===== src/design/cpuPkg.sv =====
package cpuPkg;

    // machine word and register index widths
    parameter int dataWidth    = 16;
    parameter int regAddrWidth = 3;

    // 5-bit major opcodes, instr[15:11]
    typedef enum logic [4:0] {
        opHalt  = 5'b00000,
        opNop   = 5'b00001,
        opAddi  = 5'b01000,
        opSubi  = 5'b01001,
        opXori  = 5'b01010,
        opAndni = 5'b01011,
        opSt    = 5'b10000,
        opLd    = 5'b10001,
        opLbi   = 5'b11000,
        opRform = 5'b11011
    } opcodeT;

    // aluSub is B minus A, aluAndn is A and not B
    typedef enum logic [2:0] {
        aluAdd   = 3'd0,
        aluSub   = 3'd1,
        aluXor   = 3'd2,
        aluAndn  = 3'd3,
        aluPassB = 3'd4
    } aluOpT;

    // all zero means a bubble
    typedef struct packed {
        logic                    regWrite;
        logic                    memRead;
        logic                    memWrite;
        logic                    halt;
        logic                    useImm;
        aluOpT                   aluOp;
        logic [regAddrWidth-1:0] destReg;
    } ctrlT;

    // IF/ID carries the raw instruction word
    typedef logic [dataWidth-1:0] ifIdT;

    typedef struct packed {
        ctrlT                 ctrl;
        logic [dataWidth-1:0] rsData;
        logic [dataWidth-1:0] rtData;
        logic [dataWidth-1:0] imm;
    } idExT;

    typedef struct packed {
        ctrlT                 ctrl;
        logic [dataWidth-1:0] aluResult;
        logic [dataWidth-1:0] storeData;
    } exMemT;

    typedef struct packed {
        ctrlT                 ctrl;
        logic [dataWidth-1:0] result;
    } memWbT;

    // data memory request, byte address
    typedef struct packed {
        logic                 read;
        logic                 write;
        logic [dataWidth-1:0] addr;
        logic [dataWidth-1:0] wdata;
    } dmemReqT;

endpackage

===== src/design/cpuCore.sv =====
`timescale 1ns/1ps

module cpuCore import cpuPkg::*; #(
    parameter logic [dataWidth-1:0] resetPc = '0
) (
    input  logic                 clk,
    input  logic                 rstN,
    output logic [dataWidth-1:0] imemAddr,
    input  logic [dataWidth-1:0] imemData,
    output dmemReqT              dmemReq,
    input  logic [dataWidth-1:0] dmemRdata,
    output logic                 halted,
    output logic                 err
);

    // stage payloads, D side and Q side of each pipeline register
    ifIdT  ifIdQ;
    idExT  idExD;
    idExT  idExQ;
    exMemT exMemD;
    exMemT exMemQ;
    memWbT memWbD;
    memWbT memWbQ;

    logic [regAddrWidth-1:0] rsAddr;
    logic [regAddrWidth-1:0] rtAddr;
    logic [dataWidth-1:0]    rsData;
    logic [dataWidth-1:0]    rtData;
    logic                    rsUsed;
    logic                    rtUsed;
    logic                    idHalt;
    logic                    stall;
    logic                    hold;

    fetchUnit #(.resetPc(resetPc)) fetch (
        .clk (clk),
        .rstN(rstN),
        .hold(hold),
        .pc  (imemAddr)
    );

    // only IF/ID ever freezes
    pipeReg #(.payloadT(ifIdT)) ifIdReg (
        .clk (clk),
        .rstN(rstN),
        .en  (!hold),
        .d   (imemData),
        .q   (ifIdQ)
    );

    instrDecoder decoder (
        .clk   (clk),
        .rstN  (rstN),
        .instr (ifIdQ),
        .stall (stall),
        .rsData(rsData),
        .rtData(rtData),
        .rsAddr(rsAddr),
        .rtAddr(rtAddr),
        .rsUsed(rsUsed),
        .rtUsed(rtUsed),
        .idHalt(idHalt),
        .idOut (idExD),
        .err   (err)
    );

    hazardDetector hazard (
        .rsAddr (rsAddr),
        .rtAddr (rtAddr),
        .rsUsed (rsUsed),
        .rtUsed (rtUsed),
        .idHalt (idHalt),
        .exCtrl (idExQ.ctrl),
        .memCtrl(exMemQ.ctrl),
        .stall  (stall),
        .hold   (hold)
    );

    regFile regs (
        .clk   (clk),
        .rstN  (rstN),
        .rsAddr(rsAddr),
        .rtAddr(rtAddr),
        .rsData(rsData),
        .rtData(rtData),
        .wrEn  (memWbQ.ctrl.regWrite),
        .wrAddr(memWbQ.ctrl.destReg),
        .wrData(memWbQ.result)
    );

    pipeReg #(.payloadT(idExT)) idExReg (
        .clk (clk),
        .rstN(rstN),
        .en  (1'b1),
        .d   (idExD),
        .q   (idExQ)
    );

    aluUnit alu (
        .exIn (idExQ),
        .exOut(exMemD)
    );

    pipeReg #(.payloadT(exMemT)) exMemReg (
        .clk (clk),
        .rstN(rstN),
        .en  (1'b1),
        .d   (exMemD),
        .q   (exMemQ)
    );

    memAccess mem (
        .clk      (clk),
        .rstN     (rstN),
        .memIn    (exMemQ),
        .dmemReq  (dmemReq),
        .dmemRdata(dmemRdata),
        .wbOut    (memWbD),
        .halted   (halted)
    );

    pipeReg #(.payloadT(memWbT)) memWbReg (
        .clk (clk),
        .rstN(rstN),
        .en  (1'b1),
        .d   (memWbD),
        .q   (memWbQ)
    );

endmodule


===== src/design/memAccess.sv =====
`timescale 1ns/1ps

module memAccess import cpuPkg::*; (
    input  logic                 clk,
    input  logic                 rstN,
    input  exMemT                memIn,
    output dmemReqT              dmemReq,
    input  logic [dataWidth-1:0] dmemRdata,
    output memWbT                wbOut,
    output logic                 halted
);

    assign dmemReq = '{
        read:  memIn.ctrl.memRead,
        write: memIn.ctrl.memWrite,
        addr:  memIn.aluResult,
        wdata: memIn.storeData
    };

    assign wbOut = '{
        ctrl:   memIn.ctrl,
        result: memIn.ctrl.memRead ? dmemRdata : memIn.aluResult
    };

    // sticky once HALT clears MEM
    always_ff @(posedge clk or negedge rstN) begin
        if (!rstN) begin
            halted <= 1'b0;
        end else if (memIn.ctrl.halt) begin
            halted <= 1'b1;
        end
    end

    reqExclusive: assert property (
        @(posedge clk) disable iff (!rstN)
        !(dmemReq.read && dmemReq.write)
    ) else $error("data memory read and write in the same cycle");

    reqAligned: assert property (
        @(posedge clk) disable iff (!rstN)
        (dmemReq.read || dmemReq.write) |-> !dmemReq.addr[0]
    ) else $error("unaligned data access at %h", dmemReq.addr);

    // nothing behind HALT may reach memory
    noStoreAfterHalt: assert property (
        @(posedge clk) disable iff (!rstN)
        halted |-> !dmemReq.write
    ) else $error("store issued after halt");

endmodule


===== src/design/aluUnit.sv =====
`timescale 1ns/1ps

module aluUnit import cpuPkg::*; (
    input  idExT  exIn,
    output exMemT exOut
);

    logic [dataWidth-1:0] opA;
    logic [dataWidth-1:0] opB;
    logic [dataWidth-1:0] result;

    assign opA = exIn.rsData;
    assign opB = exIn.ctrl.useImm ? exIn.imm : exIn.rtData;

    always_comb begin
        case (exIn.ctrl.aluOp)
            aluAdd:   result = opA + opB;
            // reversed subtract, rt minus rs or imm minus rs
            aluSub:   result = opB - opA;
            aluXor:   result = opA ^ opB;
            aluAndn:  result = opA & ~opB;
            aluPassB: result = opB;
            default:  result = '0;
        endcase
    end

    // rt always rides along as store data
    assign exOut = '{ctrl: exIn.ctrl, aluResult: result, storeData: exIn.rtData};

endmodule


===== src/design/regFile.sv =====
`timescale 1ns/1ps

module regFile import cpuPkg::*; (
    input  logic                    clk,
    input  logic                    rstN,
    input  logic [regAddrWidth-1:0] rsAddr,
    input  logic [regAddrWidth-1:0] rtAddr,
    output logic [dataWidth-1:0]    rsData,
    output logic [dataWidth-1:0]    rtData,
    input  logic                    wrEn,
    input  logic [regAddrWidth-1:0] wrAddr,
    input  logic [dataWidth-1:0]    wrData
);

    logic [dataWidth-1:0] regs [2**regAddrWidth];

    always_ff @(posedge clk or negedge rstN) begin
        if (!rstN) begin
            for (int i = 0; i < 2**regAddrWidth; i++) begin
                regs[i] <= '0;
            end
        end else if (wrEn) begin
            regs[wrAddr] <= wrData;
        end
    end

    // write-through so ID sees what WB writes this cycle
    assign rsData = (wrEn && wrAddr == rsAddr) ? wrData : regs[rsAddr];
    assign rtData = (wrEn && wrAddr == rtAddr) ? wrData : regs[rtAddr];

endmodule


===== src/design/hazardDetector.sv =====
`timescale 1ns/1ps

module hazardDetector import cpuPkg::*; (
    input  logic [regAddrWidth-1:0] rsAddr,
    input  logic [regAddrWidth-1:0] rtAddr,
    input  logic                    rsUsed,
    input  logic                    rtUsed,
    input  logic                    idHalt,
    input  ctrlT                    exCtrl,
    input  ctrlT                    memCtrl,
    output logic                    stall,
    output logic                    hold
);

    logic rsHit;
    logic rtHit;

    // WB needs no check, the register file bypasses its write
    assign rsHit = rsUsed && ((exCtrl.regWrite && exCtrl.destReg == rsAddr) ||
                              (memCtrl.regWrite && memCtrl.destReg == rsAddr));
    assign rtHit = rtUsed && ((exCtrl.regWrite && exCtrl.destReg == rtAddr) ||
                              (memCtrl.regWrite && memCtrl.destReg == rtAddr));

    assign stall = rsHit || rtHit;
    assign hold  = stall || idHalt;

endmodule


===== src/design/instrDecoder.sv =====
`timescale 1ns/1ps

module instrDecoder import cpuPkg::*; (
    input  logic                    clk,
    input  logic                    rstN,
    input  ifIdT                    instr,
    input  logic                    stall,
    input  logic [dataWidth-1:0]    rsData,
    input  logic [dataWidth-1:0]    rtData,
    output logic [regAddrWidth-1:0] rsAddr,
    output logic [regAddrWidth-1:0] rtAddr,
    output logic                    rsUsed,
    output logic                    rtUsed,
    output logic                    idHalt,
    output idExT                    idOut,
    output logic                    err
);

    opcodeT               opcode;
    ctrlT                 ctrl;
    logic                 legal;
    logic                 fetchLive;
    logic [dataWidth-1:0] imm5Sext;
    logic [dataWidth-1:0] imm5Zext;
    logic [dataWidth-1:0] imm8Sext;
    logic [dataWidth-1:0] imm;

    // low two bits pick add/sub/xor/andn, both for the func field and the imm opcodes
    function automatic aluOpT aluFromSel(input logic [1:0] sel);
        aluOpT op;
        case (sel)
            2'b00:   op = aluAdd;
            2'b01:   op = aluSub;
            2'b10:   op = aluXor;
            default: op = aluAndn;
        endcase
        return op;
    endfunction

    assign opcode   = opcodeT'(instr[15:11]);
    assign rsAddr   = instr[10:8];
    assign rtAddr   = instr[7:5];
    assign imm5Sext = {{(dataWidth-5){instr[4]}}, instr[4:0]};
    assign imm5Zext = {{(dataWidth-5){1'b0}}, instr[4:0]};
    assign imm8Sext = {{(dataWidth-8){instr[7]}}, instr[7:0]};

    always_comb begin
        ctrl   = '0;
        imm    = '0;
        legal  = 1'b1;
        rsUsed = 1'b0;
        rtUsed = 1'b0;
        case (opcode)
            opHalt: ctrl.halt = 1'b1;
            opNop: ;
            opAddi, opSubi, opXori, opAndni: begin
                ctrl.regWrite = 1'b1;
                ctrl.useImm   = 1'b1;
                ctrl.aluOp    = aluFromSel(instr[12:11]);
                ctrl.destReg  = rtAddr;
                rsUsed        = 1'b1;
                // logical immediates are zero-extended
                imm = instr[12] ? imm5Zext : imm5Sext;
            end
            opSt: begin
                ctrl.memWrite = 1'b1;
                ctrl.useImm   = 1'b1;
                ctrl.aluOp    = aluAdd;
                imm           = imm5Sext;
                rsUsed        = 1'b1;
                rtUsed        = 1'b1;
            end
            opLd: begin
                ctrl.regWrite = 1'b1;
                ctrl.memRead  = 1'b1;
                ctrl.useImm   = 1'b1;
                ctrl.aluOp    = aluAdd;
                ctrl.destReg  = rtAddr;
                imm           = imm5Sext;
                rsUsed        = 1'b1;
            end
            opLbi: begin
                ctrl.regWrite = 1'b1;
                ctrl.useImm   = 1'b1;
                ctrl.aluOp    = aluPassB;
                ctrl.destReg  = rsAddr;
                imm           = imm8Sext;
            end
            opRform: begin
                ctrl.regWrite = 1'b1;
                ctrl.aluOp    = aluFromSel(instr[1:0]);
                ctrl.destReg  = instr[4:2];
                rsUsed        = 1'b1;
                rtUsed        = 1'b1;
            end
            default: legal = 1'b0;
        endcase
    end

    // IF/ID comes out of reset as all zeros, which encodes HALT
    always_ff @(posedge clk or negedge rstN) begin
        if (!rstN) begin
            fetchLive <= 1'b0;
            err       <= 1'b0;
        end else begin
            fetchLive <= 1'b1;
            if (fetchLive && !legal) begin
                err <= 1'b1;
            end
        end
    end

    assign idHalt = fetchLive && (opcode == opHalt);

    always_comb begin
        if (stall || !legal || !fetchLive) begin
            idOut = '0;
        end else begin
            idOut = '{ctrl: ctrl, rsData: rsData, rtData: rtData, imm: imm};
        end
    end

endmodule


===== src/design/fetchUnit.sv =====
`timescale 1ns/1ps

module fetchUnit import cpuPkg::*; #(
    parameter logic [dataWidth-1:0] resetPc = '0
) (
    input  logic                 clk,
    input  logic                 rstN,
    input  logic                 hold,
    output logic [dataWidth-1:0] pc
);

    // word-aligned byte addresses, so step by two
    always_ff @(posedge clk or negedge rstN) begin
        if (!rstN) begin
            pc <= resetPc;
        end else if (!hold) begin
            pc <= pc + dataWidth'(2);
        end
    end

    // odd fetch address would mean a bad resetPc or a broken increment
    pcEven: assert property (
        @(posedge clk) disable iff (!rstN)
        !pc[0]
    ) else $error("fetch PC is odd: %h", pc);

endmodule


===== src/design/pipeReg.sv =====
`timescale 1ns/1ps

module pipeReg #(
    parameter type payloadT = logic
) (
    input  logic    clk,
    input  logic    rstN,
    input  logic    en,
    input  payloadT d,
    output payloadT q
);

    // zero payload is a bubble in every stage
    always_ff @(posedge clk or negedge rstN) begin
        if (!rstN) begin
            q <= '0;
        end else if (en) begin
            q <= d;
        end
    end

endmodule


===== config.mk =====
export PLATFORM = sky130hd
export DESIGN_NAME = cpuCore
export DESIGN_NICKNAME = d
export VERILOG_FILES = /design/src/design/cpuPkg.sv /design/src/design/cpuCore.sv /design/src/design/memAccess.sv /design/src/design/aluUnit.sv /design/src/design/regFile.sv /design/src/design/hazardDetector.sv /design/src/design/instrDecoder.sv /design/src/design/fetchUnit.sv /design/src/design/pipeReg.sv
export SDC_FILE = /design/constraint.sdc
export NUM_CORES = 1
export LEC_CHECK = 0
export BUFFER_PORTS_ARGS = -buffer_cell sky130_fd_sc_hd__buf_4
export CORE_MARGIN = 2
export CORE_UTILIZATION = 35
export CTS_BUF_LIST = sky130_fd_sc_hd__clkbuf_8 sky130_fd_sc_hd__clkbuf_16
export CTS_CLUSTER_SIZE = 30
export DETAILED_ROUTE_END_ITERATION = 16
export GPL_ROUTABILITY_DRIVEN = 0
export HOLD_SLACK_MARGIN = 0.15
export PLACE_DENSITY = 0.58
export SLEW_MARGIN = 20
export SYNTH_ARGS = -nofsm -noshare
export SYNTH_HDL_FRONTEND = slang
export SYNTH_SLANG_ARGS = --single-unit

===== constraint.sdc =====
create_clock -name clk -period 8.55 [get_ports clk]
set_input_delay 0.4275 -clock clk [delete_from_list [all_inputs] [get_ports clk]]
set_output_delay 0.4275 -clock clk [all_outputs]
set_load 0.02 [all_outputs]

==> results.cfg <==
[clock_network]
cts-resized-gates = 0
insertion_delay_ns = 0.56
root_buffer = clkbuf_16
hold_buffers = 31
cts_buffer_depth = 3
cts_setup_buffers = 0
cts_buffers = 28
htreeDepth = 1
cts_tree = done
cts.sinks = 272
clk_pin_slew_ns = 0.06

[global_routing]
grt_usage_pct = 17.0
grt_pass1_wl_um = 54900
grt_overflow = 0
grt_pass1_vias = 9192
grt_max_degree = 79
antenna_found_initial = 1

[yosys]
synth-async-reset-ratio_pct = 100
syn-num-nets = 1177
syn_area_sq_um = 14000
yosys_warnings = 0
synth_compound_area_share_pct = 7.37
synth_largest_area_cell = dfrtp_1
synthMuxAreaShare_pct = 25.5
synth.distinct_cells = 61
synth_top_family_by_area = multiplexers
synthCells = 1108
synthAdderAreaFrac_pct = 3.18
yosysTopAreaCellShare_pct = 48.6
synthTopCellsByArea = dfrtp_1 49%, mux2_2 12%, mux4_2 10%, ha_1 3.0%, mux2i_1 2.9%
avgSynthCellArea_sq_um = 12.6
synth_ff_type = dfrtp_1
synth-seq-cells = 272
synth_simple_gate_area_share_pct = 6.60
synth_edf_count = 0
synth_xor_area_share_pct = 3.56
ys_seq_area_share_pct = 48.6

[setup_path]
r2r_setup_slack_ns = 4.86
crit_fanout = 13
critPathBufInv = 1
timing.rr.end = exMemReg.q[28]$_DFF_PN0_
setup.worst_path.end = exMemReg.q[28]$_DFF_PN0_
worstPathArrival_ns = 4.18
worst_setup_path_start_kind = register
critPathSlowestCell = dfrtp_1
worstPathRequired_ns = 9.04
cpMostUsedCell = nor2_1
critPathKind = reg2reg
crit_family = simple AND/OR/NAND/NOR gates
slowest_delay_ns = 0.65
startpoint = idExReg.q[51]$_DFF_PN0_
path_depth = 11
ff2ff_path_depth = 11
timing.rr.start = idExReg.q[51]$_DFF_PN0_
end_kind = register
path_cells = inv_1 > nor2_1 > nor2_1 > xnor2_1 > ha_1 > nor2b_1 > o31a_1 > o2111ai_1 > a21oi_1 > or4_1 > nand3_1

[layout]
drive_gt1_share_pct = 32.1
final_cell_area_sq_um = 16200
final_common_cell = dfrtp_1
nNetsFinal = 1226
final_cell_mix = 270 x dfrtp_1, 153 x mux2_2, 104 x buf_4, 64 x mux4_2, 62 x nor2_1
diodes = 0
synthToLayoutAreaGrowth_pct = 15.5

[floorplanning]
rows = 73
io_pins = 86
die_width_um = 204
initial_core_util_pct = 35.4
coreArea_sq_um = 39600
die_h_um = 204
die_area_sq_um = 41700

[power]
swShare_pct = 26.3
power.density_nw_per_um2 = 196
clockPowerShare_pct = 40.1
cellLeakagePower_nw = 7.56
vdd_ir_drop_max_v = 0.000129
netSwitchingPower_uw = 834
comb_power_share_pct = 13.3
power.total_mw = 3.17
pwr-share-seq_pct = 46.6
p_int_mw = 2.34

[route]
wl_per_cell_um = 20.7
vias = 9035
drtAntennaViolNets = 0
firstDrtPassIters = 7
via_per_inst = 5.30
drt-total-wl_um = 35200
drt-initial-drc-count = 523
drc_errors = 0

[run_status]
outcome = completed

[timing]
hold_slack_ns = 0.177
relSlewSlack_pct = 37.3
fin_crit_sh_pct = 43.1
finalMaxSlewViolations = 0
setup_tns_ns = 0
rsz0062_at_grt = no
fin_worst_skew_ns = 0.0239
setup_viol = 0
period_minus_slack_ns = 3.69
hold_violations = 0
fmax_ghz = 0.271
setup_ws_ns = 4.86
worst_pin_slew_ns = 0.940

[placed_design]
numPortBuffers = 84
detailed_place_hpwl_um = 23300
placed_area_sq_um = 14900
place_ws_ns = 4.95

[run]
maxCapViolCount = 0

[worst_hold_path]
hp-class = in2reg
[worst min-delay path by stage]
stage | start | endpoint | slack, ns | cells past startpoint
2_1_floorplan | rstN | decoder.err$_DFFE_PN0P_ | 0.13 | 0
3_3_place_gp | idExReg.q[57]$_DFF_PN0_ | exMemReg.q[41]$_DFF_PN0_ | 0.33 | 0
3_5_place_dp | idExReg.q[57]$_DFF_PN0_ | exMemReg.q[41]$_DFF_PN0_ | 0.33 | 0
4_1_cts | dmemRdata[8] | memWbReg.q[8]$_DFF_PN0_ | 0.15 | 2
5_1_grt | dmemRdata[8] | memWbReg.q[8]$_DFF_PN0_ | 0.17 | 2
6_report | dmemRdata[8] | memWbReg.q[8]$_DFF_PN0_ | 0.18 | 2
[final cells by class]
type	count	area, sq um
well taps	525	657
multi-input cells	689	6500
clock buffers	33	781
flip-flops and latches	272	6810
fillers	3721	23500
inverters	29	109
repair buffers	137	1130
clock inverters	19	188
[metrics by stage]
stage               instances  utilization, %
detailed placement       1620            37.5
global placement         1620            37.5
finish                   1704            40.8
CTS                      1703            40.8
global route             1704            40.8
floorplan                1108               -
[synth_stat cells, drive strengths merged, types with 5 or more instances]
library cell,instances
mux4,64
clkbuf,48
ha,34
dfrtp,272
nand2b,6
inv,28
mux2,153
o22ai,10
nand3,11
mux2i,41
nand4,13
a22oi,5
nor2,62
a21oi,34
o21ai,22
xnor2,46
nor2b,5
o22a,8
o221ai,5
a211oi,38
nand2,39
xor2,11
buf,70
nor3b,10
and3,8
nor3,13
[state kept, by name, summed over array words and instances (netlist names)]
name               count
exMemReg.q            39
idExReg.q             51
memWbReg.q            20
decoder.fetchLive      1
decoder.err            1
ifIdReg.q             16
fetch.pc              15
regs.regs            128
mem.halted             1
[layer usage]
metal | share of wire [%] | wire [um] | vias to the layer above | GRT usage (%)
li1 | - | - | 4107 | -
met1 | 47 | 16400 | 4618 | 24.6
met2 | 46 | 16300 | 256 | 27.0
met3 | 4.9 | 1730 | 54 | 2.09
met4 | 2.1 | 739 | 0 | 4.63
met5 | 0 | 0 | - | 0
[worst register-to-register path: cells and delay by family, from the launching register on]
kind	cells	cell delay, ns
xor gates and xnor gates	1	0.15
adders and majority gates	1	0.34
DFF	1	0.65
AOI/OAI and AO/OA	3	0.79
and+or+nand+nor	5	1.35
buffers and inverters	1	0.33
[cell families after synthesis]
logic type,count (synthesis)
xor gates and xnor gates,57
muxes,258
DFF,272
AOI/OAI and AO/OA,152
buffers and inverters,147
and+or+nand+nor,185
other,2
adders and majority gates,35
[power groups by stage]
stage	sequential [mW]	combinational [mW]	clock, mW
6_report	1.48	0.423	1.27
2_1_floorplan	1.45	0.303	0
4_1_cts	1.48	0.424	1.30
3_5_place_dp	1.50	0.411	0
3_3_place_gp	1.50	0.407	0
5_1_grt	1.49	0.461	1.35
No activity file was read; power rests on OpenSTA's default activity.
